==> src/logic/dma_rd_pkg.sv <==
// --------------------
// shared widths, types and state encodings of the read DMA engine
// --------------------
package dma_rd_pkg;

    // AXI read data bus is four bytes wide, bursts are INCR only
    localparam int BEAT_BYTES = 4;
    localparam int BEAT_SHIFT = 2;

    // a burst never crosses this boundary
    localparam int PAGE_BYTES = 4096;

    typedef logic [15:0] addr_t;
    typedef logic [19:0] len_t;
    typedef logic [7:0]  tag_t;
    typedef logic [31:0] data_t;
    typedef logic [3:0]  keep_t;
    typedef logic [18:0] beat_cnt_t;
    typedef logic [1:0]  byte_sel_t;
    typedef logic [7:0]  arlen_t;

    typedef enum logic {
        BURST_IDLE,
        BURST_ISSUE
    } burst_state_t;

    typedef enum logic {
        BEAT_IDLE,
        BEAT_READ
    } beat_state_t;

endpackage

==> src/logic/dma_rd_burst_ctrl.sv <==
// --------------------
// descriptor intake, splitting into INCR bursts, AR channel master
// --------------------
module dma_rd_burst_ctrl #(
    parameter int MAX_BURST_LEN = 16
) (
    input  logic                  clk,
    input  logic                  rst,
    input  logic                  enable,

    input  dma_rd_pkg::addr_t     desc_addr,
    input  dma_rd_pkg::len_t      desc_len,
    input  dma_rd_pkg::tag_t      desc_tag,
    input  logic                  desc_valid,
    output logic                  desc_ready,

    output dma_rd_pkg::addr_t     araddr,
    output dma_rd_pkg::arlen_t    arlen,
    output logic                  arvalid,
    input  logic                  arready,

    output dma_rd_pkg::beat_cnt_t cmd_beats,
    output dma_rd_pkg::keep_t     cmd_last_keep,
    output dma_rd_pkg::tag_t      cmd_tag,
    output logic                  cmd_valid,
    input  logic                  cmd_ready
);
    import dma_rd_pkg::*;

    localparam len_t MAX_BURST_BYTES = len_t'(MAX_BURST_LEN * BEAT_BYTES);

    burst_state_t state;

    // address and byte count left after the burst on the AR channel
    addr_t     next_addr;
    len_t      remain;

    addr_t     src_addr;
    len_t      src_remain;
    len_t      page_left;
    len_t      burst_bytes;
    byte_sel_t tail;
    logic      accept;
    logic      load_burst;
    logic      slot_full_next;

    assign accept = (state == BURST_IDLE) && desc_ready && desc_valid;
    assign load_burst = accept ||
        ((state == BURST_ISSUE) && arvalid && arready && (remain != '0));
    assign slot_full_next = cmd_valid && !cmd_ready;
    assign tail = byte_sel_t'(desc_len);

    // burst sizing, the first burst is taken straight from the descriptor
    always_comb begin
        if (state == BURST_IDLE) begin
            src_addr   = desc_addr & ~addr_t'(BEAT_BYTES - 1);
            src_remain = desc_len;
        end else begin
            src_addr   = next_addr;
            src_remain = remain;
        end
        page_left = len_t'(PAGE_BYTES) - (len_t'(src_addr) & len_t'(PAGE_BYTES - 1));
        burst_bytes = src_remain;
        if (burst_bytes > MAX_BURST_BYTES) begin
            burst_bytes = MAX_BURST_BYTES;
        end
        if (burst_bytes > page_left) begin
            burst_bytes = page_left;
        end
    end

    always_ff @(posedge clk or posedge rst) begin
        if (rst) begin
            state      <= BURST_IDLE;
            desc_ready <= 1'b0;
            arvalid    <= 1'b0;
            cmd_valid  <= 1'b0;
        end else begin
            if (accept) begin
                cmd_valid <= 1'b1;
            end else if (cmd_ready) begin
                cmd_valid <= 1'b0;
            end

            case (state)
                BURST_IDLE: begin
                    desc_ready <= enable && !slot_full_next;
                    if (accept) begin
                        desc_ready <= 1'b0;
                        arvalid    <= 1'b1;
                        state      <= BURST_ISSUE;
                    end
                end
                BURST_ISSUE: begin
                    // arvalid stays up while more bursts follow
                    if (arvalid && arready && (remain == '0)) begin
                        arvalid    <= 1'b0;
                        desc_ready <= enable && !slot_full_next;
                        state      <= BURST_IDLE;
                    end
                end
                default: begin
                    state <= BURST_IDLE;
                end
            endcase
        end
    end

    always_ff @(posedge clk) begin
        if (load_burst) begin
            araddr    <= src_addr;
            arlen     <= arlen_t'((burst_bytes - len_t'(1)) >> BEAT_SHIFT);
            next_addr <= src_addr + addr_t'(burst_bytes);
            remain    <= src_remain - burst_bytes;
        end
        if (accept) begin
            cmd_beats     <= beat_cnt_t'((desc_len - len_t'(1)) >> BEAT_SHIFT);
            // partial last beat keeps only the low bytes
            cmd_last_keep <= (tail == '0) ? '1 : ~(keep_t'('1) << tail);
            cmd_tag       <= desc_tag;
        end
    end

endmodule

==> src/logic/dma_rd_beat_ctrl.sv <==
// --------------------
// R channel beat counter, keep and tlast, completion status
// --------------------
module dma_rd_beat_ctrl (
    input  logic                  clk,
    input  logic                  rst,

    input  dma_rd_pkg::beat_cnt_t cmd_beats,
    input  dma_rd_pkg::keep_t     cmd_last_keep,
    input  dma_rd_pkg::tag_t      cmd_tag,
    input  logic                  cmd_valid,
    output logic                  cmd_ready,

    input  dma_rd_pkg::data_t     rdata,
    input  logic                  rvalid,
    output logic                  rready,

    output dma_rd_pkg::data_t     in_data,
    output dma_rd_pkg::keep_t     in_keep,
    output logic                  in_last,
    output logic                  in_valid,
    input  logic                  ready_early,

    output dma_rd_pkg::tag_t      status_tag,
    output logic                  status_valid
);
    import dma_rd_pkg::*;

    beat_state_t state;

    // beats still to come minus one
    beat_cnt_t beats_left;
    keep_t     last_keep;
    tag_t      tag;
    logic      beat_xfer;
    logic      final_beat;

    assign cmd_ready  = (state == BEAT_IDLE);
    assign beat_xfer  = (state == BEAT_READ) && rvalid && rready;
    assign final_beat = (beats_left == '0);

    assign in_data  = rdata;
    assign in_keep  = final_beat ? last_keep : '1;
    assign in_last  = final_beat;
    assign in_valid = beat_xfer;

    always_ff @(posedge clk or posedge rst) begin
        if (rst) begin
            state        <= BEAT_IDLE;
            rready       <= 1'b0;
            status_valid <= 1'b0;
        end else begin
            status_valid <= 1'b0;
            case (state)
                BEAT_IDLE: begin
                    rready <= 1'b0;
                    if (cmd_valid) begin
                        rready <= ready_early;
                        state  <= BEAT_READ;
                    end
                end
                BEAT_READ: begin
                    // rready follows the skid prediction so no beat is dropped
                    rready <= ready_early;
                    if (beat_xfer && final_beat) begin
                        rready       <= 1'b0;
                        status_valid <= 1'b1;
                        state        <= BEAT_IDLE;
                    end
                end
                default: begin
                    state <= BEAT_IDLE;
                end
            endcase
        end
    end

    always_ff @(posedge clk) begin
        if (cmd_valid && cmd_ready) begin
            beats_left <= cmd_beats;
            last_keep  <= cmd_last_keep;
            tag        <= cmd_tag;
        end else if (beat_xfer) begin
            beats_left <= beats_left - beat_cnt_t'(1);
        end
        if (beat_xfer && final_beat) begin
            status_tag <= tag;
        end
    end

endmodule

==> src/logic/dma_rd_out_skid.sv <==
// --------------------
// two-entry output register stage for the stream
// --------------------
module dma_rd_out_skid (
    input  logic              clk,
    input  logic              rst,

    input  dma_rd_pkg::data_t in_data,
    input  dma_rd_pkg::keep_t in_keep,
    input  logic              in_last,
    input  logic              in_valid,
    output logic              ready_early,

    output dma_rd_pkg::data_t tdata,
    output dma_rd_pkg::keep_t tkeep,
    output logic              tlast,
    output logic              tvalid,
    input  logic              tready
);
    import dma_rd_pkg::*;

    logic  ready_reg;
    logic  temp_valid;
    data_t temp_data;
    keep_t temp_keep;
    logic  temp_last;
    logic  to_out;
    logic  to_temp;
    logic  temp_to_out;

    // ready next cycle unless temp would have to take a second beat
    assign ready_early = tready || (!temp_valid && (!tvalid || !in_valid));

    assign to_out      = ready_reg && (tready || !tvalid);
    assign to_temp     = ready_reg && !tready && tvalid;
    assign temp_to_out = !ready_reg && tready;

    always_ff @(posedge clk or posedge rst) begin
        if (rst) begin
            ready_reg  <= 1'b0;
            tvalid     <= 1'b0;
            temp_valid <= 1'b0;
        end else begin
            ready_reg <= ready_early;
            if (to_out) begin
                tvalid <= in_valid;
            end else if (temp_to_out) begin
                tvalid <= temp_valid;
            end
            if (to_temp) begin
                temp_valid <= in_valid;
            end else if (temp_to_out) begin
                temp_valid <= 1'b0;
            end
        end
    end

    always_ff @(posedge clk) begin
        if (to_out) begin
            tdata <= in_data;
            tkeep <= in_keep;
            tlast <= in_last;
        end else if (temp_to_out) begin
            tdata <= temp_data;
            tkeep <= temp_keep;
            tlast <= temp_last;
        end
        if (to_temp) begin
            temp_data <= in_data;
            temp_keep <= in_keep;
            temp_last <= in_last;
        end
    end

endmodule

==> src/logic/dma_rd_top.sv <==
// --------------------
// read DMA top level, descriptor in, AXI read out, stream frame out
// --------------------
module dma_rd_top #(
    parameter int MAX_BURST_LEN = 16
) (
    input  logic               clk,
    input  logic               rst,
    input  logic               enable,

    input  dma_rd_pkg::addr_t  desc_addr,
    input  dma_rd_pkg::len_t   desc_len,
    input  dma_rd_pkg::tag_t   desc_tag,
    input  logic               desc_valid,
    output logic               desc_ready,

    output dma_rd_pkg::tag_t   status_tag,
    output logic               status_valid,

    output dma_rd_pkg::addr_t  araddr,
    output dma_rd_pkg::arlen_t arlen,
    output logic               arvalid,
    input  logic               arready,

    input  dma_rd_pkg::data_t  rdata,
    input  logic               rvalid,
    output logic               rready,

    output dma_rd_pkg::data_t  tdata,
    output dma_rd_pkg::keep_t  tkeep,
    output logic               tlast,
    output logic               tvalid,
    input  logic               tready
);
    import dma_rd_pkg::*;

    // one-entry command slot between the AR side and the R side
    beat_cnt_t cmd_beats;
    keep_t     cmd_last_keep;
    tag_t      cmd_tag;
    logic      cmd_valid;
    logic      cmd_ready;

    // beat stage into the output register stage
    data_t     in_data;
    keep_t     in_keep;
    logic      in_last;
    logic      in_valid;
    logic      ready_early;

    dma_rd_burst_ctrl #(
        .MAX_BURST_LEN(MAX_BURST_LEN)
    ) dma_rd_burst_ctrl_inst (
        .*
    );

    dma_rd_beat_ctrl dma_rd_beat_ctrl_inst (
        .*
    );

    dma_rd_out_skid dma_rd_out_skid_inst (
        .*
    );

endmodule

==> config.mk <==
export PLATFORM = sky130hd
export DESIGN_NAME = dma_rd_top
export DESIGN_NICKNAME = d
export VERILOG_FILES = /design/src/logic/dma_rd_pkg.sv /design/src/logic/dma_rd_burst_ctrl.sv /design/src/logic/dma_rd_beat_ctrl.sv /design/src/logic/dma_rd_out_skid.sv /design/src/logic/dma_rd_top.sv
export SDC_FILE = /design/constraint.sdc
export NUM_CORES = 1
export LEC_CHECK = 0
export BUFFER_PORTS_ARGS = -buffer_cell sky130_fd_sc_hd__buf_2
export CAP_MARGIN = 10
export CORE_ASPECT_RATIO = 0.75
export CORE_MARGIN = 2
export CORE_UTILIZATION = 55
export CTS_BUF_LIST = sky130_fd_sc_hd__clkbuf_4
export DETAILED_ROUTE_END_ITERATION = 7
export PLACE_DENSITY = 0.77
export SLEW_MARGIN = 20
export SYNTH_ARGS = -nofsm -noshare
export SYNTH_HDL_FRONTEND = slang
export SYNTH_SLANG_ARGS = --single-unit
==> constraint.sdc <==
create_clock -name clk -period 8.6 [get_ports clk]
set_input_delay 1.29 -clock clk [delete_from_list [all_inputs] [get_ports clk]]
set_output_delay 1.29 -clock clk [all_outputs]
set_load 0.01 [all_outputs]
==> reports/metrics.cfg, run 1 <==
[cells_and_area]
layout.nets=1251
layout_common_cells=203 x edfxtp_1, 154 x buf_2, 82 x clkbuf_4
final_common_cell=edfxtp_1
nFillCells=1549
syn_to_final_growth_pct=16.5
reg_top3=dma_rd_out_skid_inst.tdata x32, dma_rd_out_skid_inst.temp_data x32, dma_rd_burst_ctrl_inst.remain x20
layout-drive-gt1-share_pct=30.2

[synthesis]
synth.area.top_cells=edfxtp_1 54%, mux2_2 6.0%, ha_1 4.8%
yosysTopAreaCell=edfxtp_1
ys_async_sr_fraction_pct=4.69
synth_warnings=0
synth_ff_type=edfxtp_1
yosysUniqueCellTypes=86
ys_ff_latch=213
synth.cell_area_mm2=0.0113
avgSynthCellArea_um2=12.3
synth_edf_count=203
synth_seq_area_share_pct=56.2
synthCells=917
yosys.area.top_type_share_pct=54.0

[global_routing]
grt_pass1_wl_um=38100
grt_usage_pct=21.9
grt_max_degree=61
grt-ovfl-total=0
first_global_vias=7721
antenna_found_initial=3

[placement]
pre_cts_slack_ns=1.34
hpwl_um=17000
gp_congestion=0.913
io_buffers=154

[worst_hold_path]
holdPathEnd=dma_rd_beat_ctrl_inst.last_keep[1]
hold_depth=0
holdCritStartpoint=dma_rd_burst_ctrl_inst.cmd_last_keep[1]
min_path_type=reg2reg

[flow_run]
cap_violations=0

[cts]
clockBufferDepth=3
cts_made_buffers=52
postCtsHoldBufs=0
ctsResizeCount=0
htreeDepth=2
cts.root.buffer_cell=clkbuf_4
cts_tree=yes
clock_latency_ns=0.68
clock-sinks=213
clk_pin_slew_ns=0.07
cts_setup_buffers=0

[pwr]
p_switching_w=0.00223
p_int_w=0.00334
swShare_pct=40.0
pwr-share-clk_pct=16.2
ir_worst_vdd_uv=265
seq_power_share_pct=33.2
power_frac_comb_pct=50.6
p_per_area_mw_per_mm2=424
p_leak_nw=5.14

[sta]
finalWorstSetupSlack_ns=1.37
finalCriticalPeriod_ns=7.23
maxSlewHeadroom_pct=29.0
drv_slew=0
hold_viol=0
fmax_ghz=0.138
period_share_pct=84.1
final.setup.tns_ns=0
skew_ns=0.0434
worstMarginPinSlew_ns=1.06
setup_violations=0
grt_setup_unrepaired=false

[routing]
via_count=8006
drc=0
final_antenna_net_count=0
initialDrtViolationCount=485
post_drt_wl_per_cell_um=16.7
routed_via_density=5.62
firstDrtPassIters=6
wirelength_um=23800

[setup_path]
crit_path_start_kind=flip-flop
r2r_cells=22
r2r_start=dma_rd_burst_ctrl_inst.state
r2r-end=dma_rd_burst_ctrl_inst.remain[19]
crit_type=reg2reg
critical_path_required_ns=9.02
arrival_ns=7.65
crit_path_end_kind=flip-flop
critPathMaxFanout=48
reg2reg_slack_ns=1.37

[floorplanning]
pin_count=157
die_h_um=128
die-area_mm2=0.0217
die_w_um=169
core_mm2=0.0202
rows=45
start_util_pct=56.0

[status]
status=completed

==> cell type report <==
class,count,area [um^2],area share [%]
Multi-Input combinational cell,657,4760,36.2
Clock buffer,82,616,4.68
Inverter,39,146,1.11
Sequential cell,213,6350,48.3
Tap cell,258,323,2.46
Clock inverter,12,105,0.799
Antenna cell,3,7.51,0.0571
Timing Repair Buffer,161,843,6.41
==> power groups by stage <==
stage          sequential (W)  clock, W  combinational [W]
6_report              0.00185  0.000901            0.00282
5_1_grt               0.00188  0.000976            0.00312
4_1_cts               0.00185  0.000927            0.00279
3_5_place_dp          0.00187         0            0.00277
3_3_place_gp          0.00185         0            0.00271
2_1_floorplan         0.00189         0            0.00209
==> metal layers <==
layer | GRT usage (%) | vias up | part of all wire [%] | routed length [um]
li1 | - | 3883 | - | -
met1 | 29.8 | 3813 | 45 | 10700
met2 | 34.7 | 253 | 46 | 11000
met3 | 4.38 | 57 | 5.9 | 1410
met4 | 9.25 | 0 | 3.0 | 715
met5 | 0 | - | 0 | 0
==> critical path, cell delays in order, from the launching register on <==
cell,delay [ns]
dfrtp_2,1.06
buf_4,0.39
mux2i_2,0.40
nand3_1,0.15
or2_2,0.32
nor3_1,0.21
xnor2_1,0.12
ha_1,0.30
nand4_1,0.12
nor4_1,0.06
a211o_1,0.32
a21oi_2,0.52
o21ai_0,0.29
ha_1,0.27
o21ai_0,0.19
maj3_1,0.20
nor2_1,0.04
a221oi_1,0.43
a222oi_1,0.28
o41a_2,0.59
a21oi_4,0.20
mux2i_1,0.11
a2111o_1,0.38
==> worst max path at each step <==
stage / start / end / slack (ns) / depth (start not counted)
6_report: dma_rd_burst_ctrl_inst.state / dma_rd_burst_ctrl_inst.remain[19] / 1.37 / 22
3_3_place_gp: desc_len[17] / dma_rd_burst_ctrl_inst.remain[19] / 1.43 / 21
3_5_place_dp: desc_len[17] / dma_rd_burst_ctrl_inst.remain[19] / 1.34 / 21
4_1_cts: dma_rd_burst_ctrl_inst.state / dma_rd_burst_ctrl_inst.remain[19] / 1.44 / 22
2_1_floorplan: desc_len[1] / dma_rd_burst_ctrl_inst.remain[19] / 1.57 / 26
5_1_grt: dma_rd_burst_ctrl_inst.state / dma_rd_burst_ctrl_inst.remain[13] / 0.86 / 22
==> synth_stat cells (9+ instances only) <==
library cell	count
xor2_1	21
o21ai_0	51
nor3_1	18
or2_2	9
clkbuf_1	14
nand2_1	77
nor2_1	81
mux2i_1	16
nor2b_1	10
a21oi_1	27
nand3_1	14
xnor2_1	44
inv_1	34
nand2b_1	16
edfxtp_1	203
ha_1	43
dfrtp_1	10
mux2_2	60
o31ai_1	9
nor4_1	11
==> per-stage QoR <==
stage | power [W] | cell area (um^2) | hold slack (ns) | utilization (%) | cells
global route | 0.00598 | 13100 | 0.421 | 65.2 | 1425
detailed placement | 0.00464 | 12400 | 0.405 | 61.5 | 1327
finish | 0.00558 | 13100 | 0.412 | 65.2 | 1425
floorplan | 0.00398 | 11300 | 0.400 | - | 930
global placement | 0.00456 | 12400 | 0.401 | 61.5 | 1327
CTS | 0.00558 | 13100 | 0.419 | 65.1 | 1421
==> cell families after synthesis <==
| logic type | share of synthesized area (%) |
|---|---|
| AND/OR/NAND/NOR | 12.4 |
| flip-flops | 56.2 |
| AO/OA/AOI/OAI | 10.1 |
| multiplexers | 8.23 |
| XOR/XNOR | 5.58 |
| buffers and inverters | 2.31 |
| adder cells (fa/ha/maj) | 5.12 |
| other | 0.0666 |
Note: power is estimated with default switching activity, not from simulation.
==> run 2, diff against run 1 <==
- ABC_AREA: default -> 1
- clock period: 8.6 -> 7 ns (I/O delays scaled with it)
==> run 2 against run 1 <==
  * Fmax grew 24%
  * Clock-buffer cell count shrank 5
  * Sequential share of layout area shrank 0.29 points
  * Cell count grew 25%
  * Critical path type unchanged
==> reports/metrics.cfg, run 2 <==
[global_routing]
first_global_vias=8435
grt_usage_pct=23.6
grt_max_degree=61
antenna_found_initial=3
grt-ovfl-total=0
grt_pass1_wl_um=40700

[setup_path]
path_common_cell=nand2_1
crit_path_end_kind=flip-flop
critPathMaxFanout=46
r2r_cells=32
arrival_ns=6.23
slowest_stage=o21ai_0
crit_type=reg2reg
worst-path-buf-inv=6
crit_path_start_kind=flip-flop
r2r_start=dma_rd_burst_ctrl_inst.state
path_depth=32
crit_family=simple AND/OR/NAND/NOR gates
critical_path_required_ns=7.40
critPathMaxStageDelay_ns=0.55
critPathLaunch=dma_rd_burst_ctrl_inst.state

[cells_and_area]
layout_common_cells=392 x nand2_1, 203 x edfxtp_1, 154 x buf_2
layout.nets=1581
final_common_cell=nand2_1
reg_top3=dma_rd_out_skid_inst.tdata x32, dma_rd_out_skid_inst.temp_data x32, dma_rd_burst_ctrl_inst.remain x20
nFillCells=1683
syn_to_final_growth_pct=15.5
layout-drive-gt1-share_pct=21.4
layout.cells.non_filler=1777

[cts]
clk_pin_slew_ns=0.07
ctsResizeCount=0
cts_setup_buffers=0
cts_made_buffers=52
clock-sinks=213
htreeDepth=2
cts_tree=yes
clockBufferDepth=3
clock_latency_ns=0.67
postCtsHoldBufs=0
cts.root.buffer_cell=clkbuf_4

[placement]
place_inst=1681
io_buffers=154
gp_congestion=0.916
hpwl_um=19100

[synthesis]
synth_commonest_cells=393 x nand2_1, 203 x edfxtp_1, 150 x inv_1, 112 x nor2_1, 52 x nand3_1
ys_async_sr_fraction_pct=4.69
synth_seq_area_share_pct=55.4
avgSynthCellArea_um2=9.18
synth.area.top_cells=edfxtp_1 53%, nand2_1 13%, inv_1 4.9%
synth_edf_count=203
synth.cell_area_mm2=0.0114
synthCells=1247
yosysUniqueCellTypes=50
yosys.area.top_type_share_pct=53.2
ys_ff_latch=213
synth_ff_type=edfxtp_1
yosysTopAreaCell=edfxtp_1
synth_warnings=0
yosysMostFrequentCell=nand2_1

[sta]
worstMarginPinSlew_ns=1.01
grt_setup_unrepaired=false
hold_viol=0
period_share_pct=83.3
finalCriticalPeriod_ns=5.83
final.setup.tns_ns=0
fmax_ghz=0.172
maxSlewHeadroom_pct=32.7
drv_slew=0
setup_violations=0
skew_ns=0.0471

[flow_run]
cap_violations=0

[floorplanning]
die_h_um=129
core_mm2=0.0203
die-area_mm2=0.0220
die_w_um=171
rows=45
start_util_pct=56.3
pin_count=157

[routing]
via_count=9087
final_antenna_net_count=0
post_drt_wl_per_cell_um=14.6
firstDrtPassIters=5
drc=0
wirelength_um=25900
initialDrtViolationCount=781
routed_via_density=5.11

[pwr]
p_per_area_mw_per_mm2=528
ir_worst_vdd_uv=421
totalPowerFinal_w=0.00699
p_leak_nw=6.08

[worst_hold_path]
min_path_type=in2async

[status]
status=completed

[run 2: cell count changes in the layout (fill, tap and decap cells not counted), sizes merged, moves of 10 or more]
cell	delta
nand2	+344
inv	+117
mux2	-64
nor2	+48
nand3	+42
xnor2	-35
mux2i	-17
nand2b	-16
nor2b	-10
[run 2: final cells by class]
type / instances / area, um^2 / share of cell area, %
multi-input combinational: 870 / 4460 / 33.7
sequential: 213 / 6350 / 48.0
inverter: 157 / 589 / 4.46
tap: 282 / 353 / 2.67
timing repair buffer: 160 / 828 / 6.26
clock buffer: 77 / 578 / 4.37
clock inverter: 15 / 66.3 / 0.501
antenna: 3 / 7.51 / 0.0568
[run 2: per-stage QoR]
| step | setup slack [ns] | area [um^2] | util, % | hold WS (ns) |
|---|---|---|---|---|
| 2_1_floorplan | 1.85 | 11500 | - | 0.400 |
| 3_5_place_dp | 0.949 | 12600 | 61.8 | 0.405 |
| 4_1_cts | 1.25 | 13200 | 64.9 | 0.358 |
| 5_1_grt | 0.551 | 13200 | 65.1 | 0.386 |
| 6_report | 1.17 | 13200 | 65.1 | 0.390 |
| 3_3_place_gp | 1.05 | 12600 | 61.8 | 0.402 |
[run 2: final timing paths]
| path | endpoint | slack, ns |
|---|---|---|
| max in group asynchronous | dma_rd_burst_ctrl_inst.state | 6.29 |
| min in group clk | dma_rd_beat_ctrl_inst.tag[5] | 0.41 |
| setup reg to reg | dma_rd_burst_ctrl_inst.next_addr[14] | 1.17 |
| setup / recovery | dma_rd_burst_ctrl_inst.next_addr[14] | 1.17 |
| hold / removal | dma_rd_out_skid_inst.tvalid | 0.39 |
| hold reg to reg | dma_rd_beat_ctrl_inst.tag[5] | 0.41 |
[run 2: metal layers]
layer / track usage (%) / part of all wire (%)
met2: 36.6 / 46
met1: 33.9 / 45
met3: 4.21 / 7.1
met5: 0 / 0
met4: 7.74 / 2.0
[run 2: where the power goes]
group          internal [W]  leakage [nW]  switching (W)
registers           0.00210          2.02       0.000153
clock network      0.000503         0.381       0.000490
logic               0.00123          3.67        0.00252
total               0.00383          6.08        0.00316
[run 2: cells by family after synthesis]
group                      Yosys count  share of synthesized area, %
buffers and inverters              177                          6.17
DFF                                213                          55.4
muxes                                1                        0.0874
adders and majority gates           44                          4.87
AOI/OAI and AO/OA                  107                          5.31
xor gates and xnor gates            39                          2.98
other                                2                        0.0656
and+or+nand+nor                    664                          25.1
